$ cat src/include/iv_config.svh
/* Widths, block size and MAC constants for the integrity verifier.
   Address plus counter width must equal the data width (one header word).
   Block word count must be at least 2. */
`ifndef IV_CONFIG_SVH
`define IV_CONFIG_SVH

// Bus and field widths
`define IV_DATA_WIDTH 32
`define IV_ADDR_WIDTH 16
`define IV_LEAF_WIDTH 12
`define IV_COUNTER_WIDTH 16

// Words per block, MAC word excluded
`define IV_BLOCK_WORDS 4

// Keyed mixing constants
`define IV_MAC_KEY 32'h5E7A2A9D
`define IV_MAC_ROUND 32'h9E3779B9

`endif

$ cat src/design/ivTypesPkg.sv
/* Vector types for the integrity verifier datapath.
   Widths come from the config header. */
`include "iv_config.svh"

package ivTypesPkg;

	// ----------------------------------------
	// Datapath words
	// ----------------------------------------

	// One word on any store or load stream
	typedef logic [`IV_DATA_WIDTH-1:0] dataWord_t;

	// MAC is exactly one bus word
	typedef logic [`IV_DATA_WIDTH-1:0] macWord_t;

	// ----------------------------------------
	// Command fields
	// ----------------------------------------

	// Physical block address
	typedef logic [`IV_ADDR_WIDTH-1:0] pAddr_t;

	// Path label in the tree
	typedef logic [`IV_LEAF_WIDTH-1:0] leaf_t;

	// Per-block write counter
	typedef logic [`IV_COUNTER_WIDTH-1:0] counter_t;

endpackage

$ cat src/design/ivCommandPkg.sv
/* Command, job and sequencing types of the integrity verifier.
   The same command struct is used on the frontend and the backend side. */
`include "iv_config.svh"

package ivCommandPkg;
	import ivTypesPkg::*;

	// ----------------------------------------
	// Frontend and backend command
	// ----------------------------------------

	// Update and Append are writes, the others reads
	typedef enum logic [1:0] {
		Read = 2'd0,
		Update = 2'd1,
		Append = 2'd2,
		ReadRemove = 2'd3
	} ivOp_t;

	typedef struct packed {
		ivOp_t op;
		pAddr_t pAddr;
		leaf_t currentLeaf;
		leaf_t remappedLeaf;
	} ivCommand_t;

	// ----------------------------------------
	// Job for store and load paths
	// ----------------------------------------

	// Remapped counter travels along, header uses the current one
	typedef struct packed {
		pAddr_t pAddr;
		counter_t currentCounter;
		counter_t remappedCounter;
	} ivJob_t;

	// Decoder FSM
	typedef enum logic [2:0] {
		Idle,
		StoreBusy,
		WriteCommand,
		ReadCommand,
		LoadBusy
	} decodeState_t;

endpackage

$ cat src/design/macEngine.sv
/* Word-serial keyed MAC. Not a cryptographic hash.
   New words are refused while a finished digest waits to be taken. */
`timescale 1ns/1ps
`include "iv_config.svh"

module macEngine (
	input logic Clock,
	input logic reset,
	input ivTypesPkg::dataWord_t macData,
	input logic macLast,
	input logic macValid,
	output logic macReady,
	output ivTypesPkg::macWord_t digest,
	output logic digestValid,
	input logic digestReady
);
	import ivTypesPkg::*;

	localparam int MacWidth = $bits(macWord_t);

	// Running digest, also the presented result
	macWord_t state;
	macWord_t mixed;
	macWord_t nextDigest;
	logic wordAccept;
	logic digestTaken;

	// ----------------------------------------
	// Mixing step
	// ----------------------------------------

	// Absorb by XOR
	assign mixed = state ^ macData;

	// Rotate left by 5, then add round constant
	assign nextDigest = {mixed[MacWidth-6:0], mixed[MacWidth-1:MacWidth-5]} + `IV_MAC_ROUND;

	// ----------------------------------------
	// Handshakes
	// ----------------------------------------

	assign macReady = !digestValid;
	assign wordAccept = macValid && macReady;
	assign digestTaken = digestValid && digestReady;
	assign digest = state;

	always_ff @(posedge Clock) begin
		if (reset) begin
			state <= `IV_MAC_KEY;
			digestValid <= 1'b0;
		end else if (digestTaken) begin
			// Fresh key for the next message
			state <= `IV_MAC_KEY;
			digestValid <= 1'b0;
		end else if (wordAccept) begin
			state <= nextDigest;
			digestValid <= macLast;
		end
	end

	// Users must hold off new words until the digest is taken
	assert property (@(posedge Clock) disable iff (reset)
		macValid |-> !digestValid)
		else $error("macEngine: word offered while digest pending");

endmodule

$ cat src/design/commandDecoder.sv
/* Accepts one frontend command at a time and sequences its job.
   Writes send the backend command after the MAC word, reads before the load. */
`timescale 1ns/1ps

module commandDecoder (
	input logic Clock,
	input logic reset,
	input ivCommandPkg::ivCommand_t FECommand,
	input ivTypesPkg::counter_t FECurrentCounter,
	input ivTypesPkg::counter_t FERemappedCounter,
	input logic FECommandValid,
	output logic FECommandReady,
	output ivCommandPkg::ivCommand_t BECommand,
	output logic BECommandValid,
	input logic BECommandReady,
	output ivCommandPkg::ivJob_t storeJob,
	output logic storeJobValid,
	input logic storeJobReady,
	input logic storeDone,
	output ivCommandPkg::ivJob_t loadJob,
	output logic loadJobValid,
	input logic loadJobReady,
	input logic loadDone
);
	import ivCommandPkg::*;

	decodeState_t state;
	decodeState_t nextState;

	// Held command and job
	ivCommand_t commandReg;
	ivJob_t jobReg;

	// Ready mirrors Idle, low out of reset
	logic commandReady;
	// Job offered and not yet taken
	logic jobPending;

	logic commandAccept;
	logic isWrite;
	logic beTransfer;
	logic jobTaken;

	// ----------------------------------------
	// Frontend side
	// ----------------------------------------

	assign FECommandReady = commandReady;
	assign commandAccept = FECommandValid && commandReady;
	assign isWrite = FECommand.op inside {Update, Append};

	always_ff @(posedge Clock) begin
		if (commandAccept) begin
			commandReg <= FECommand;
			jobReg.pAddr <= FECommand.pAddr;
			jobReg.currentCounter <= FECurrentCounter;
			jobReg.remappedCounter <= FERemappedCounter;
		end
	end

	// ----------------------------------------
	// FSM
	// ----------------------------------------

	assign beTransfer = BECommandValid && BECommandReady;

	always_comb begin
		nextState = state;
		case (state)
			Idle:
				if (commandAccept)
					nextState = isWrite ? StoreBusy : ReadCommand;
			StoreBusy:
				if (storeDone)
					nextState = WriteCommand;
			WriteCommand:
				if (beTransfer)
					nextState = Idle;
			ReadCommand:
				if (beTransfer)
					nextState = LoadBusy;
			LoadBusy:
				if (loadDone)
					nextState = Idle;
			default:
				nextState = Idle;
		endcase
	end

	assign jobTaken = (storeJobValid && storeJobReady) || (loadJobValid && loadJobReady);

	always_ff @(posedge Clock) begin
		if (reset) begin
			state <= Idle;
			commandReady <= 1'b0;
			jobPending <= 1'b0;
		end else begin
			state <= nextState;
			commandReady <= (nextState == Idle);
			// Write job right after acceptance, read job after the backend command
			if ((commandAccept && isWrite) || (state == ReadCommand && beTransfer))
				jobPending <= 1'b1;
			else if (jobTaken)
				jobPending <= 1'b0;
		end
	end

	// ----------------------------------------
	// Outputs
	// ----------------------------------------

	assign BECommand = commandReg;
	assign BECommandValid = (state == WriteCommand) || (state == ReadCommand);

	assign storeJob = jobReg;
	assign storeJobValid = (state == StoreBusy) && jobPending;
	assign loadJob = jobReg;
	assign loadJobValid = (state == LoadBusy) && jobPending;

	// Backend command must not change under back-pressure
	assert property (@(posedge Clock) disable iff (reset)
		BECommandValid && !BECommandReady |=> BECommandValid && $stable(BECommand))
		else $error("commandDecoder: BECommand changed while stalled");

endmodule

$ cat src/design/storeSequencer.sv
/* Write path. Header and block go to the MAC, block and MAC word to the backend.
   A block word moves only when backend and MAC both accept it. */
`timescale 1ns/1ps
`include "iv_config.svh"

module storeSequencer (
	input logic Clock,
	input logic reset,
	input ivCommandPkg::ivJob_t storeJob,
	input logic storeJobValid,
	output logic storeJobReady,
	output logic storeDone,
	input ivTypesPkg::dataWord_t FEStoreData,
	input logic FEStoreValid,
	output logic FEStoreReady,
	output ivTypesPkg::dataWord_t BEStoreData,
	output logic BEStoreValid,
	input logic BEStoreReady
);
	import ivTypesPkg::*;

	typedef enum logic [1:0] {
		StoreIdle,
		StoreHeader,
		StoreBlock,
		StoreMac
	} storePhase_t;

	localparam int CountWidth = $clog2(`IV_BLOCK_WORDS);

	storePhase_t phase;
	logic [CountWidth-1:0] wordCount;
	dataWord_t headerWord;

	// MAC engine link
	dataWord_t macData;
	logic macLast;
	logic macValid;
	logic macReady;
	macWord_t digest;
	logic digestValid;
	logic digestReady;

	logic jobAccept;
	logic headerTaken;
	logic blockTransfer;
	logic macTransfer;
	logic lastWord;

	// ----------------------------------------
	// Job intake
	// ----------------------------------------

	assign storeJobReady = (phase == StoreIdle);
	assign jobAccept = storeJobValid && storeJobReady;

	// Header is address over current counter
	always_ff @(posedge Clock) begin
		if (jobAccept)
			headerWord <= {storeJob.pAddr, storeJob.currentCounter};
	end

	// ----------------------------------------
	// Stream gating
	// ----------------------------------------

	assign lastWord = (wordCount == CountWidth'(`IV_BLOCK_WORDS - 1));

	assign macData = (phase == StoreHeader) ? headerWord : FEStoreData;
	assign macValid = (phase == StoreHeader) ||
		((phase == StoreBlock) && FEStoreValid && BEStoreReady);
	assign macLast = (phase == StoreBlock) && lastWord;

	// Frontend word needs room on both sides
	assign FEStoreReady = (phase == StoreBlock) && BEStoreReady && macReady;

	// Block words pass through, then the digest
	assign BEStoreData = (phase == StoreMac) ? digest : FEStoreData;
	assign BEStoreValid = ((phase == StoreBlock) && FEStoreValid && macReady) ||
		((phase == StoreMac) && digestValid);
	assign digestReady = (phase == StoreMac) && BEStoreReady;

	assign headerTaken = (phase == StoreHeader) && macReady;
	assign blockTransfer = FEStoreValid && FEStoreReady;
	assign macTransfer = digestValid && digestReady;
	assign storeDone = macTransfer;

	// ----------------------------------------
	// Phase FSM
	// ----------------------------------------

	always_ff @(posedge Clock) begin
		if (reset) begin
			phase <= StoreIdle;
			wordCount <= '0;
		end else begin
			case (phase)
				StoreIdle:
					if (jobAccept)
						phase <= StoreHeader;
				StoreHeader:
					if (headerTaken)
						phase <= StoreBlock;
				StoreBlock:
					if (blockTransfer) begin
						wordCount <= lastWord ? '0 : wordCount + CountWidth'(1);
						if (lastWord)
							phase <= StoreMac;
					end
				StoreMac:
					if (macTransfer)
						phase <= StoreIdle;
				default:
					phase <= StoreIdle;
			endcase
		end
	end

	macEngine mac (.*);

endmodule

$ cat src/design/loadChecker.sv
/* Read path. Block words go to the frontend, the trailing MAC word is kept back
   and checked against the recomputed digest. IntegrityError clears only on reset. */
`timescale 1ns/1ps
`include "iv_config.svh"

module loadChecker (
	input logic Clock,
	input logic reset,
	input ivCommandPkg::ivJob_t loadJob,
	input logic loadJobValid,
	output logic loadJobReady,
	output logic loadDone,
	input ivTypesPkg::dataWord_t BELoadData,
	input logic BELoadValid,
	output logic BELoadReady,
	output ivTypesPkg::dataWord_t FELoadData,
	output logic FELoadValid,
	input logic FELoadReady,
	output logic ReadPass,
	output logic ReadResultValid,
	input logic ReadResultReady,
	output logic IntegrityError
);
	import ivTypesPkg::*;

	typedef enum logic [2:0] {
		LoadIdle,
		LoadHeader,
		LoadBlock,
		LoadMac,
		LoadResult
	} loadPhase_t;

	localparam int CountWidth = $clog2(`IV_BLOCK_WORDS);

	loadPhase_t phase;
	logic [CountWidth-1:0] wordCount;
	dataWord_t headerWord;
	logic passReg;

	// MAC engine link
	dataWord_t macData;
	logic macLast;
	logic macValid;
	logic macReady;
	macWord_t digest;
	logic digestValid;
	logic digestReady;

	logic jobAccept;
	logic headerTaken;
	logic blockTransfer;
	logic macCapture;
	logic lastWord;

	// ----------------------------------------
	// Job intake
	// ----------------------------------------

	assign loadJobReady = (phase == LoadIdle);
	assign jobAccept = loadJobValid && loadJobReady;

	always_ff @(posedge Clock) begin
		if (jobAccept)
			headerWord <= {loadJob.pAddr, loadJob.currentCounter};
	end

	// ----------------------------------------
	// Stream gating
	// ----------------------------------------

	assign lastWord = (wordCount == CountWidth'(`IV_BLOCK_WORDS - 1));

	// Header first, then each forwarded word
	assign macData = (phase == LoadHeader) ? headerWord : BELoadData;
	assign macValid = (phase == LoadHeader) ||
		((phase == LoadBlock) && BELoadValid && FELoadReady);
	assign macLast = (phase == LoadBlock) && lastWord;

	assign FELoadData = BELoadData;
	assign FELoadValid = (phase == LoadBlock) && BELoadValid && macReady;

	// MAC word is pulled only once the digest is there to compare
	assign BELoadReady = ((phase == LoadBlock) && FELoadReady && macReady) ||
		((phase == LoadMac) && digestValid);

	assign headerTaken = (phase == LoadHeader) && macReady;
	assign blockTransfer = (phase == LoadBlock) && BELoadValid && BELoadReady;
	assign macCapture = (phase == LoadMac) && BELoadValid && digestValid;
	assign digestReady = macCapture;

	// ----------------------------------------
	// Result
	// ----------------------------------------

	assign ReadPass = passReg;
	assign ReadResultValid = (phase == LoadResult);
	assign loadDone = ReadResultValid && ReadResultReady;

	always_ff @(posedge Clock) begin
		if (macCapture)
			passReg <= (BELoadData == digest);
	end

	// Sticky mismatch flag
	always_ff @(posedge Clock) begin
		if (reset)
			IntegrityError <= 1'b0;
		else if (macCapture && (BELoadData != digest))
			IntegrityError <= 1'b1;
	end

	// ----------------------------------------
	// Phase FSM
	// ----------------------------------------

	always_ff @(posedge Clock) begin
		if (reset) begin
			phase <= LoadIdle;
			wordCount <= '0;
		end else begin
			case (phase)
				LoadIdle:
					if (jobAccept)
						phase <= LoadHeader;
				LoadHeader:
					if (headerTaken)
						phase <= LoadBlock;
				LoadBlock:
					if (blockTransfer) begin
						wordCount <= lastWord ? '0 : wordCount + CountWidth'(1);
						if (lastWord)
							phase <= LoadMac;
					end
				LoadMac:
					if (macCapture)
						phase <= LoadResult;
				LoadResult:
					if (loadDone)
						phase <= LoadIdle;
				default:
					phase <= LoadIdle;
			endcase
		end
	end

	macEngine mac (.*);

endmodule

$ cat src/design/integrityVerifier.sv
/* Integrity verifier between an ORAM frontend and backend.
   Every stream is valid/ready. One command is in flight at a time. */
`timescale 1ns/1ps

module integrityVerifier (
	input logic Clock,
	input logic reset,

	// Frontend command
	input ivCommandPkg::ivCommand_t FECommand,
	input ivTypesPkg::counter_t FECurrentCounter,
	input ivTypesPkg::counter_t FERemappedCounter,
	input logic FECommandValid,
	output logic FECommandReady,

	// Frontend store and load
	input ivTypesPkg::dataWord_t FEStoreData,
	input logic FEStoreValid,
	output logic FEStoreReady,
	output ivTypesPkg::dataWord_t FELoadData,
	output logic FELoadValid,
	input logic FELoadReady,

	// Backend command
	output ivCommandPkg::ivCommand_t BECommand,
	output logic BECommandValid,
	input logic BECommandReady,

	// Backend store and load, block then MAC word
	output ivTypesPkg::dataWord_t BEStoreData,
	output logic BEStoreValid,
	input logic BEStoreReady,
	input ivTypesPkg::dataWord_t BELoadData,
	input logic BELoadValid,
	output logic BELoadReady,

	// Per-read result and sticky error
	output logic ReadPass,
	output logic ReadResultValid,
	input logic ReadResultReady,
	output logic IntegrityError
);
	import ivCommandPkg::*;

	// ----------------------------------------
	// Decoder to store path
	// ----------------------------------------

	ivJob_t storeJob;
	logic storeJobValid;
	logic storeJobReady;
	logic storeDone;

	// ----------------------------------------
	// Decoder to load path
	// ----------------------------------------

	ivJob_t loadJob;
	logic loadJobValid;
	logic loadJobReady;
	logic loadDone;

	// Port names match the nets above
	commandDecoder decoder (.*);

	storeSequencer storePath (.*);

	loadChecker loadPath (.*);

endmodule

$ cat config.mk
export PLATFORM = sky130hd
export DESIGN_NAME = integrityVerifier
export DESIGN_NICKNAME = d
export VERILOG_FILES = /design/src/design/ivTypesPkg.sv /design/src/design/ivCommandPkg.sv /design/src/design/macEngine.sv /design/src/design/commandDecoder.sv /design/src/design/storeSequencer.sv /design/src/design/loadChecker.sv /design/src/design/integrityVerifier.sv
export VERILOG_INCLUDE_DIRS = /design/src /design/src/include
export SDC_FILE = /design/constraint.sdc
export NUM_CORES = 1
export LEC_CHECK = 0
export BUFFER_PORTS_ARGS = -buffer_cell sky130_fd_sc_hd__buf_4
export CAP_MARGIN = 20
export CORE_ASPECT_RATIO = 0.75
export CORE_MARGIN = 2
export CORE_UTILIZATION = 49
export DETAILED_ROUTE_END_ITERATION = 12
export PLACE_DENSITY = 0.76
export SYNTH_ARGS = -nofsm -noshare
export SYNTH_HDL_FRONTEND = slang
export SYNTH_SLANG_ARGS = --single-unit
$ cat constraint.sdc
create_clock -name Clock -period 3.89 [get_ports Clock]
set_input_delay 1.167 -clock Clock [delete_from_list [all_inputs] [get_ports Clock]]
set_output_delay 1.167 -clock Clock [all_outputs]
set_load 0.01 [all_outputs]
Yosys cells after proc, flatten, opt, wreduce, memory -nomap -nowiden. Index checks and enable logic that the tools add are counted.

Bits of input ports: 147. Logic and storage cells: 137. Bits in registers: 204.

Reductions and logical operators: 56. Equal/unequal tests: 28. Mux-type cells: 27. Bitwise operators: 2. Add/sub/neg operators: 4.

Operators with widths (count): $mux 32 (3); $add 32x32->32 const B (2); $xor 32x32->32 (2); $logic_and 1x1->1 (35); $mux 3 (11); $eq 32x32->1 (1); $ne 32x32->1 (1); $pmux 3 s5 (2); $mux 2 (8); $eq 3x2->1 const B (4); $ne 2x1->1 const B (6); $eq 2x2->1 const B (5); $ne 2x2->1 const B (5); $logic_not 3->1 (3); $pmux 2 s4 (1); $logic_or 1x1->1 (7); $eq 3x1->1 const B (2); $eq 3x3->1 const B (2); $reduce_and 6->1 (1); $reduce_and 5->1 (1); $add 2x1->2 const B (2); $eq 2x1->1 const B (2); $reduce_and 2->1 (2); $reduce_bool 2->1 (2); 4 further kinds (7).

Logic depth before layout (Yosys ltp).
Depth in word-level cells: 7. Gate-level depth with buffers: 14. Depth with buffers taken out: 12.

Hierarchy. From an unflattened synthesis, not the netlist that was laid out.

Cell total of the unflattened synthesis: 1094. Area total of the unflattened synthesis: 12366.9 µm².

Modules (own cells, without submodules): macEngine (cells an instance 293, area an instance 2384.8 µm², instances 2); commandDecoder (cells an instance 172, area an instance 2994.1 µm², instances 1); loadChecker (cells an instance 195, area an instance 2547.4 µm², instances 1); storeSequencer (cells an instance 141, area an instance 2055.7 µm², instances 1).

Worst setup path after synthesis. Ideal clock, no wire load.

Path type: reg-to-reg. Start point: reg decoder.state[2]. End point: reg decoder.jobPending. Library setup time: 128 ps. Setup slack: 109 ps. Required time: 3762 ps. Data arrival time: 3654 ps. Cell stages (with the launch flop): 6. Cells stage by stage: dfxtp_1 > nor3b_1 > nor3b_1 > nor3b_1 > o311a_1 > nor2_1.

RTL lines: start: declaration (line commandDecoder.sv:27) `decodeState_t state;`; start signal: assignment (line commandDecoder.sv:94) `state <= Idle;`; start signal: assignment (line commandDecoder.sv:98) `state <= nextState;`; $eq 3x3->1 (line commandDecoder.sv:118) `assign loadJobValid = (state == LoadBusy) && jobPending;`; $logic_and 1x1->1 (line commandDecoder.sv:118); $logic_and 1x1->1; via loadPath.jobAccept (line loadChecker.sv:50) `logic jobAccept;`; $logic_or 1x1->1 (line commandDecoder.sv:90) `assign jobTaken = (storeJobValid && storeJobReady) || (loadJobValid && loadJobReady);`; $reduce_bool 2->1 (no line); end signal: assignment (line commandDecoder.sv:96) `jobPending <= 1'b0;`; end signal: assignment (line commandDecoder.sv:102) `jobPending <= 1'b1;`; end signal: assignment (line commandDecoder.sv:104) `jobPending <= 1'b0;`; end: declaration (line commandDecoder.sv:37) `logic jobPending;`.

The timed path passes the listed nets, and every way through them passes these cells. A chain may end at the register's enable or synchronous reset.

Worst setup path in the final report.
Start point: reg loadPath.phase[0]. End point: reg loadPath.mac.state[26] (netlist: loadPath.mac.digest[26]).

Cells in the longest elaborated chain, start to end: 5.

Ends and longest elaborated chain: start: declaration (line loadChecker.sv:36) `loadPhase_t phase;`; start signal: assignment (line loadChecker.sv:119) `phase <= LoadIdle;`; start signal: assignment (line loadChecker.sv:125) `phase <= LoadHeader;`; start signal: assignment (line loadChecker.sv:128) `phase <= LoadBlock;`; parallel branches: the longest is 5 deep, another holds $add 32x32->32; end signal: assignment (line macEngine.sv:49) `` state <= `IV_MAC_KEY; ``; end signal: assignment (line macEngine.sv:53) `` state <= `IV_MAC_KEY; ``; end signal: assignment (line macEngine.sv:56) `state <= nextDigest;`; end: declaration (line macEngine.sv:22) `macWord_t state;`.

Several ways; the timed one is not identified.

==> impl_metrics.ini <==
[status]
status = complete, no violations

[synthesis]
synthAdderAreaFrac_pct = 1.19
synth_top_area_share_pct = 35.2
synthSimpleGateAreaFrac_pct = 10.6
yosys.area_share.xor_xnor_pct = 12.3
ys.warnings.count = 0
yosys.area.top_type = edfxtp_1
yosysUniqueCellTypes = 70
syn_avg_cell_area_um2 = 11.1
synthCells = 943
synth_ff_type = edfxtp_1
syn_nets = 1100
synth_top_family_by_area = XOR/XNOR gates
syn_area_um2 = 10500
synth_seq_cells = 204
synth_compound_area_share_pct = 9.64
synth-seq-area-share_pct = 50.6
synth_edf_count = 123
async_flop_share_pct = 0
yosys-mux-area-fraction_pct = 10.0
synthTopCellsByArea = edfxtp_1, dfxtp_1, xnor2_1

[global_route]
grt_pass1_vias = 7457
grt-ovfl-total = 0
grt_start_max_net_pins = 34
grt_pass1_wl_mm = 41.7
grt_use_total_pct = 23.9
grt_antenna_before_repair = 0

[worst_setup_path]
cp-start-kind = flop
required_ns = 4.27
arrival_ns = 3.89
critPathMaxFanout = 11
crit_type = reg2reg
cp-end-kind = flop

[cts]
root_buffer = clkbuf_16
clockBufferDepth = 3
cts_tree = done
worstSkewPairLatency_ns = 0.51
ctsHoldBuffers = 0
cts_setup_buffers = 0
htree_levels = 1
path_clk_slew_ns = 0.06
cts_resized = 0
clock_sinks = 204
cts_buffers = 22

[power]
pwr-share-seq_pct = 38.7
vdd_ir_drop_max_v = 0.000356
switching_share_pct = 32.5
clockPowerShare_pct = 30.4
p_int_mw = 4.68
p_per_area_nw_per_um2 = 529
leakagePower_nw = 5.08
switchingPower_mw = 2.25
comb_power_share_pct = 30.9

[floorplanning]
die_w_um = 173
fp.coreArea_um2 = 21100
die_h_um = 131
ios = 262
fp.dieArea_um2 = 22600
initial_core_util_pct = 49.9
core.rowCount = 46

[finish]
final_common_cell = buf_4
nFillCells = 1720
areaGrowthSynthToFinish_pct = 24.9
diodes = 0
drive_gt1_share_pct = 30.7
layout_common_cells = buf_4, edfxtp_1, dfxtp_1, nand2_1, xnor2_1
final_area_um2 = 13100
finalNonFillerCells = 1462
fin_nets = 1315

[placed_design]
numPortBuffers = 245
dp_hpwl_mm = 21.2
dpl-instance-area_um2 = 12400
pre_cts_slack_ns = 0.317
dp.cells = 1422
place.gp.congestion = 0.949

[timing]
report.final.slew_viol_count = 0
skew_ns = 0.0108
setup_viol = 0
tns_ns = 0
min_period_ns = 3.50
max-slew-margin-rel_pct = 46.8
hold_violations = 0
holdWs_ns = 0.444
max_freq_ghz = 0.285
fin_crit_sh_pct = 90.1
rsz0062_at_grt = no
tightest_slew_ns = 0.797
worst_slack_ns = 0.387

[drt]
vias = 7963
viasPerCell = 5.45
post-route-drc-count = 0
ant_nets = 0
drt_wl_total_mm = 27.8
first_pass_iters = 5
wl_per_cell_um = 19.0
drt-initial-drc-count = 725

[run]
maxCapViolCount = 0

[hold_path]
worst_hold_path_type = reg2reg
==> worst paths after layout <==
path                                     startpoint                 endpoint  slack, ns  cells past startpoint
worst max-delay path              loadPath.phase[0]  loadPath.mac.digest[26]       0.39                     10
worst min register to register  decoder.loadJob[19]   loadPath.headerWord[3]       0.44                      0
worst min-delay path            decoder.loadJob[19]   loadPath.headerWord[3]       0.44                      0
worst max register to register    loadPath.phase[0]  loadPath.mac.digest[26]       0.39                     10
==> registers in the layout, summed over array words and instances (netlist names) <==
register and flops:
decoder.BECommand 42, decoder.FECommandReady 1, decoder.jobPending 1, decoder.loadJob 16, decoder.state 3, loadPath.IntegrityError 1
loadPath.ReadPass 1, loadPath.headerWord 32, loadPath.mac.digest 32, loadPath.mac.digestValid 1, loadPath.phase 3, loadPath.wordCount 2
storePath.headerWord 32, storePath.mac.digest 32, storePath.mac.digestValid 1, storePath.phase 2, storePath.wordCount 2
==> cell type report <==
class | instances | area, µm² | area share [%]
clock inverters | 11 | 116 | 0.887
repair buffers | 272 | 2040 | 15.6
inverters | 12 | 45.0 | 0.344
well taps | 288 | 360 | 2.75
flip-flops and latches | 204 | 5320 | 40.5
multi-input cells | 646 | 4620 | 35.2
clock buffers | 29 | 618 | 4.71
==> kinds of logic (layout without fill, tap and decap cells) <==
family	Yosys count	after routing
AOI/OAI and AO/OA	153	153
xor gates and xnor gates	148	148
adders and majority gates	10	10
buffers and inverters	93	324
DFF	204	204
muxes	100	100
and+or+nand+nor	235	235
==> per-layer routing <==
metal | up-vias | global-route usage, % | share of wire, %
met1 | 3737 | 33.7 | 44
met5 | - | 0 | 0
met2 | 412 | 37.8 | 44
met4 | 0 | 5.63 | 2.0
met3 | 44 | 5.64 | 9.6
li1 | 3770 | - | -
==> worst max-delay path, stage by stage (launching register included) <==
cell	delay (ns)
dfxtp_1	0.53
nor3b_4	0.70
mux2i_1	0.29
xnor2_1	0.14
ha_1	0.27
a2111oi_4	0.46
o211ai_2	0.25
o211ai_2	0.28
nand2_2	0.07
nor4_1	0.29
nor3_1	0.11
==> stage by stage <==
stage                     util [%]  total power, mW
after floorplan                  -             4.21
after global placement        58.8             4.79
after detailed placement      58.8             4.83
after CTS                     62.2             6.95
after global routing          62.2             7.28
final                         62.2             6.94
==> power groups by stage <==
stage	Clock, mW	Combinational [mW]	Sequential [mW]
after floorplan	0	1.55	2.66
after CTS	2.15	2.12	2.68
final	2.11	2.14	2.68
after detailed placement	0	2.11	2.72
after global routing	2.23	2.35	2.70
after global placement	0	2.07	2.72
==> synth_stat cells, drive strengths merged (2+ instances only) <==
master	number
edfxtp	123
dfxtp	81
nand2	81
xnor2	79
xor2	69
mux2i	68
buf	60
nor2	60
o21ai	45
a21oi	41
mux2	32
nand3	23
clkbuf	21
o211ai	17
a211oi	12
inv	12
nor3	12
nor4	12
ha	10
and3	9
a31oi	7
nand2b	6
nor3b	6
a21boi	5
nand4	5
o31ai	5
a2111oi	4
or3	4
and2	3
nor2b	3
a21o	2
a22oi	2
o22a	2
o22ai	2
or2	2
or4	2
Note: power is estimated with default switching activity, not from simulation.
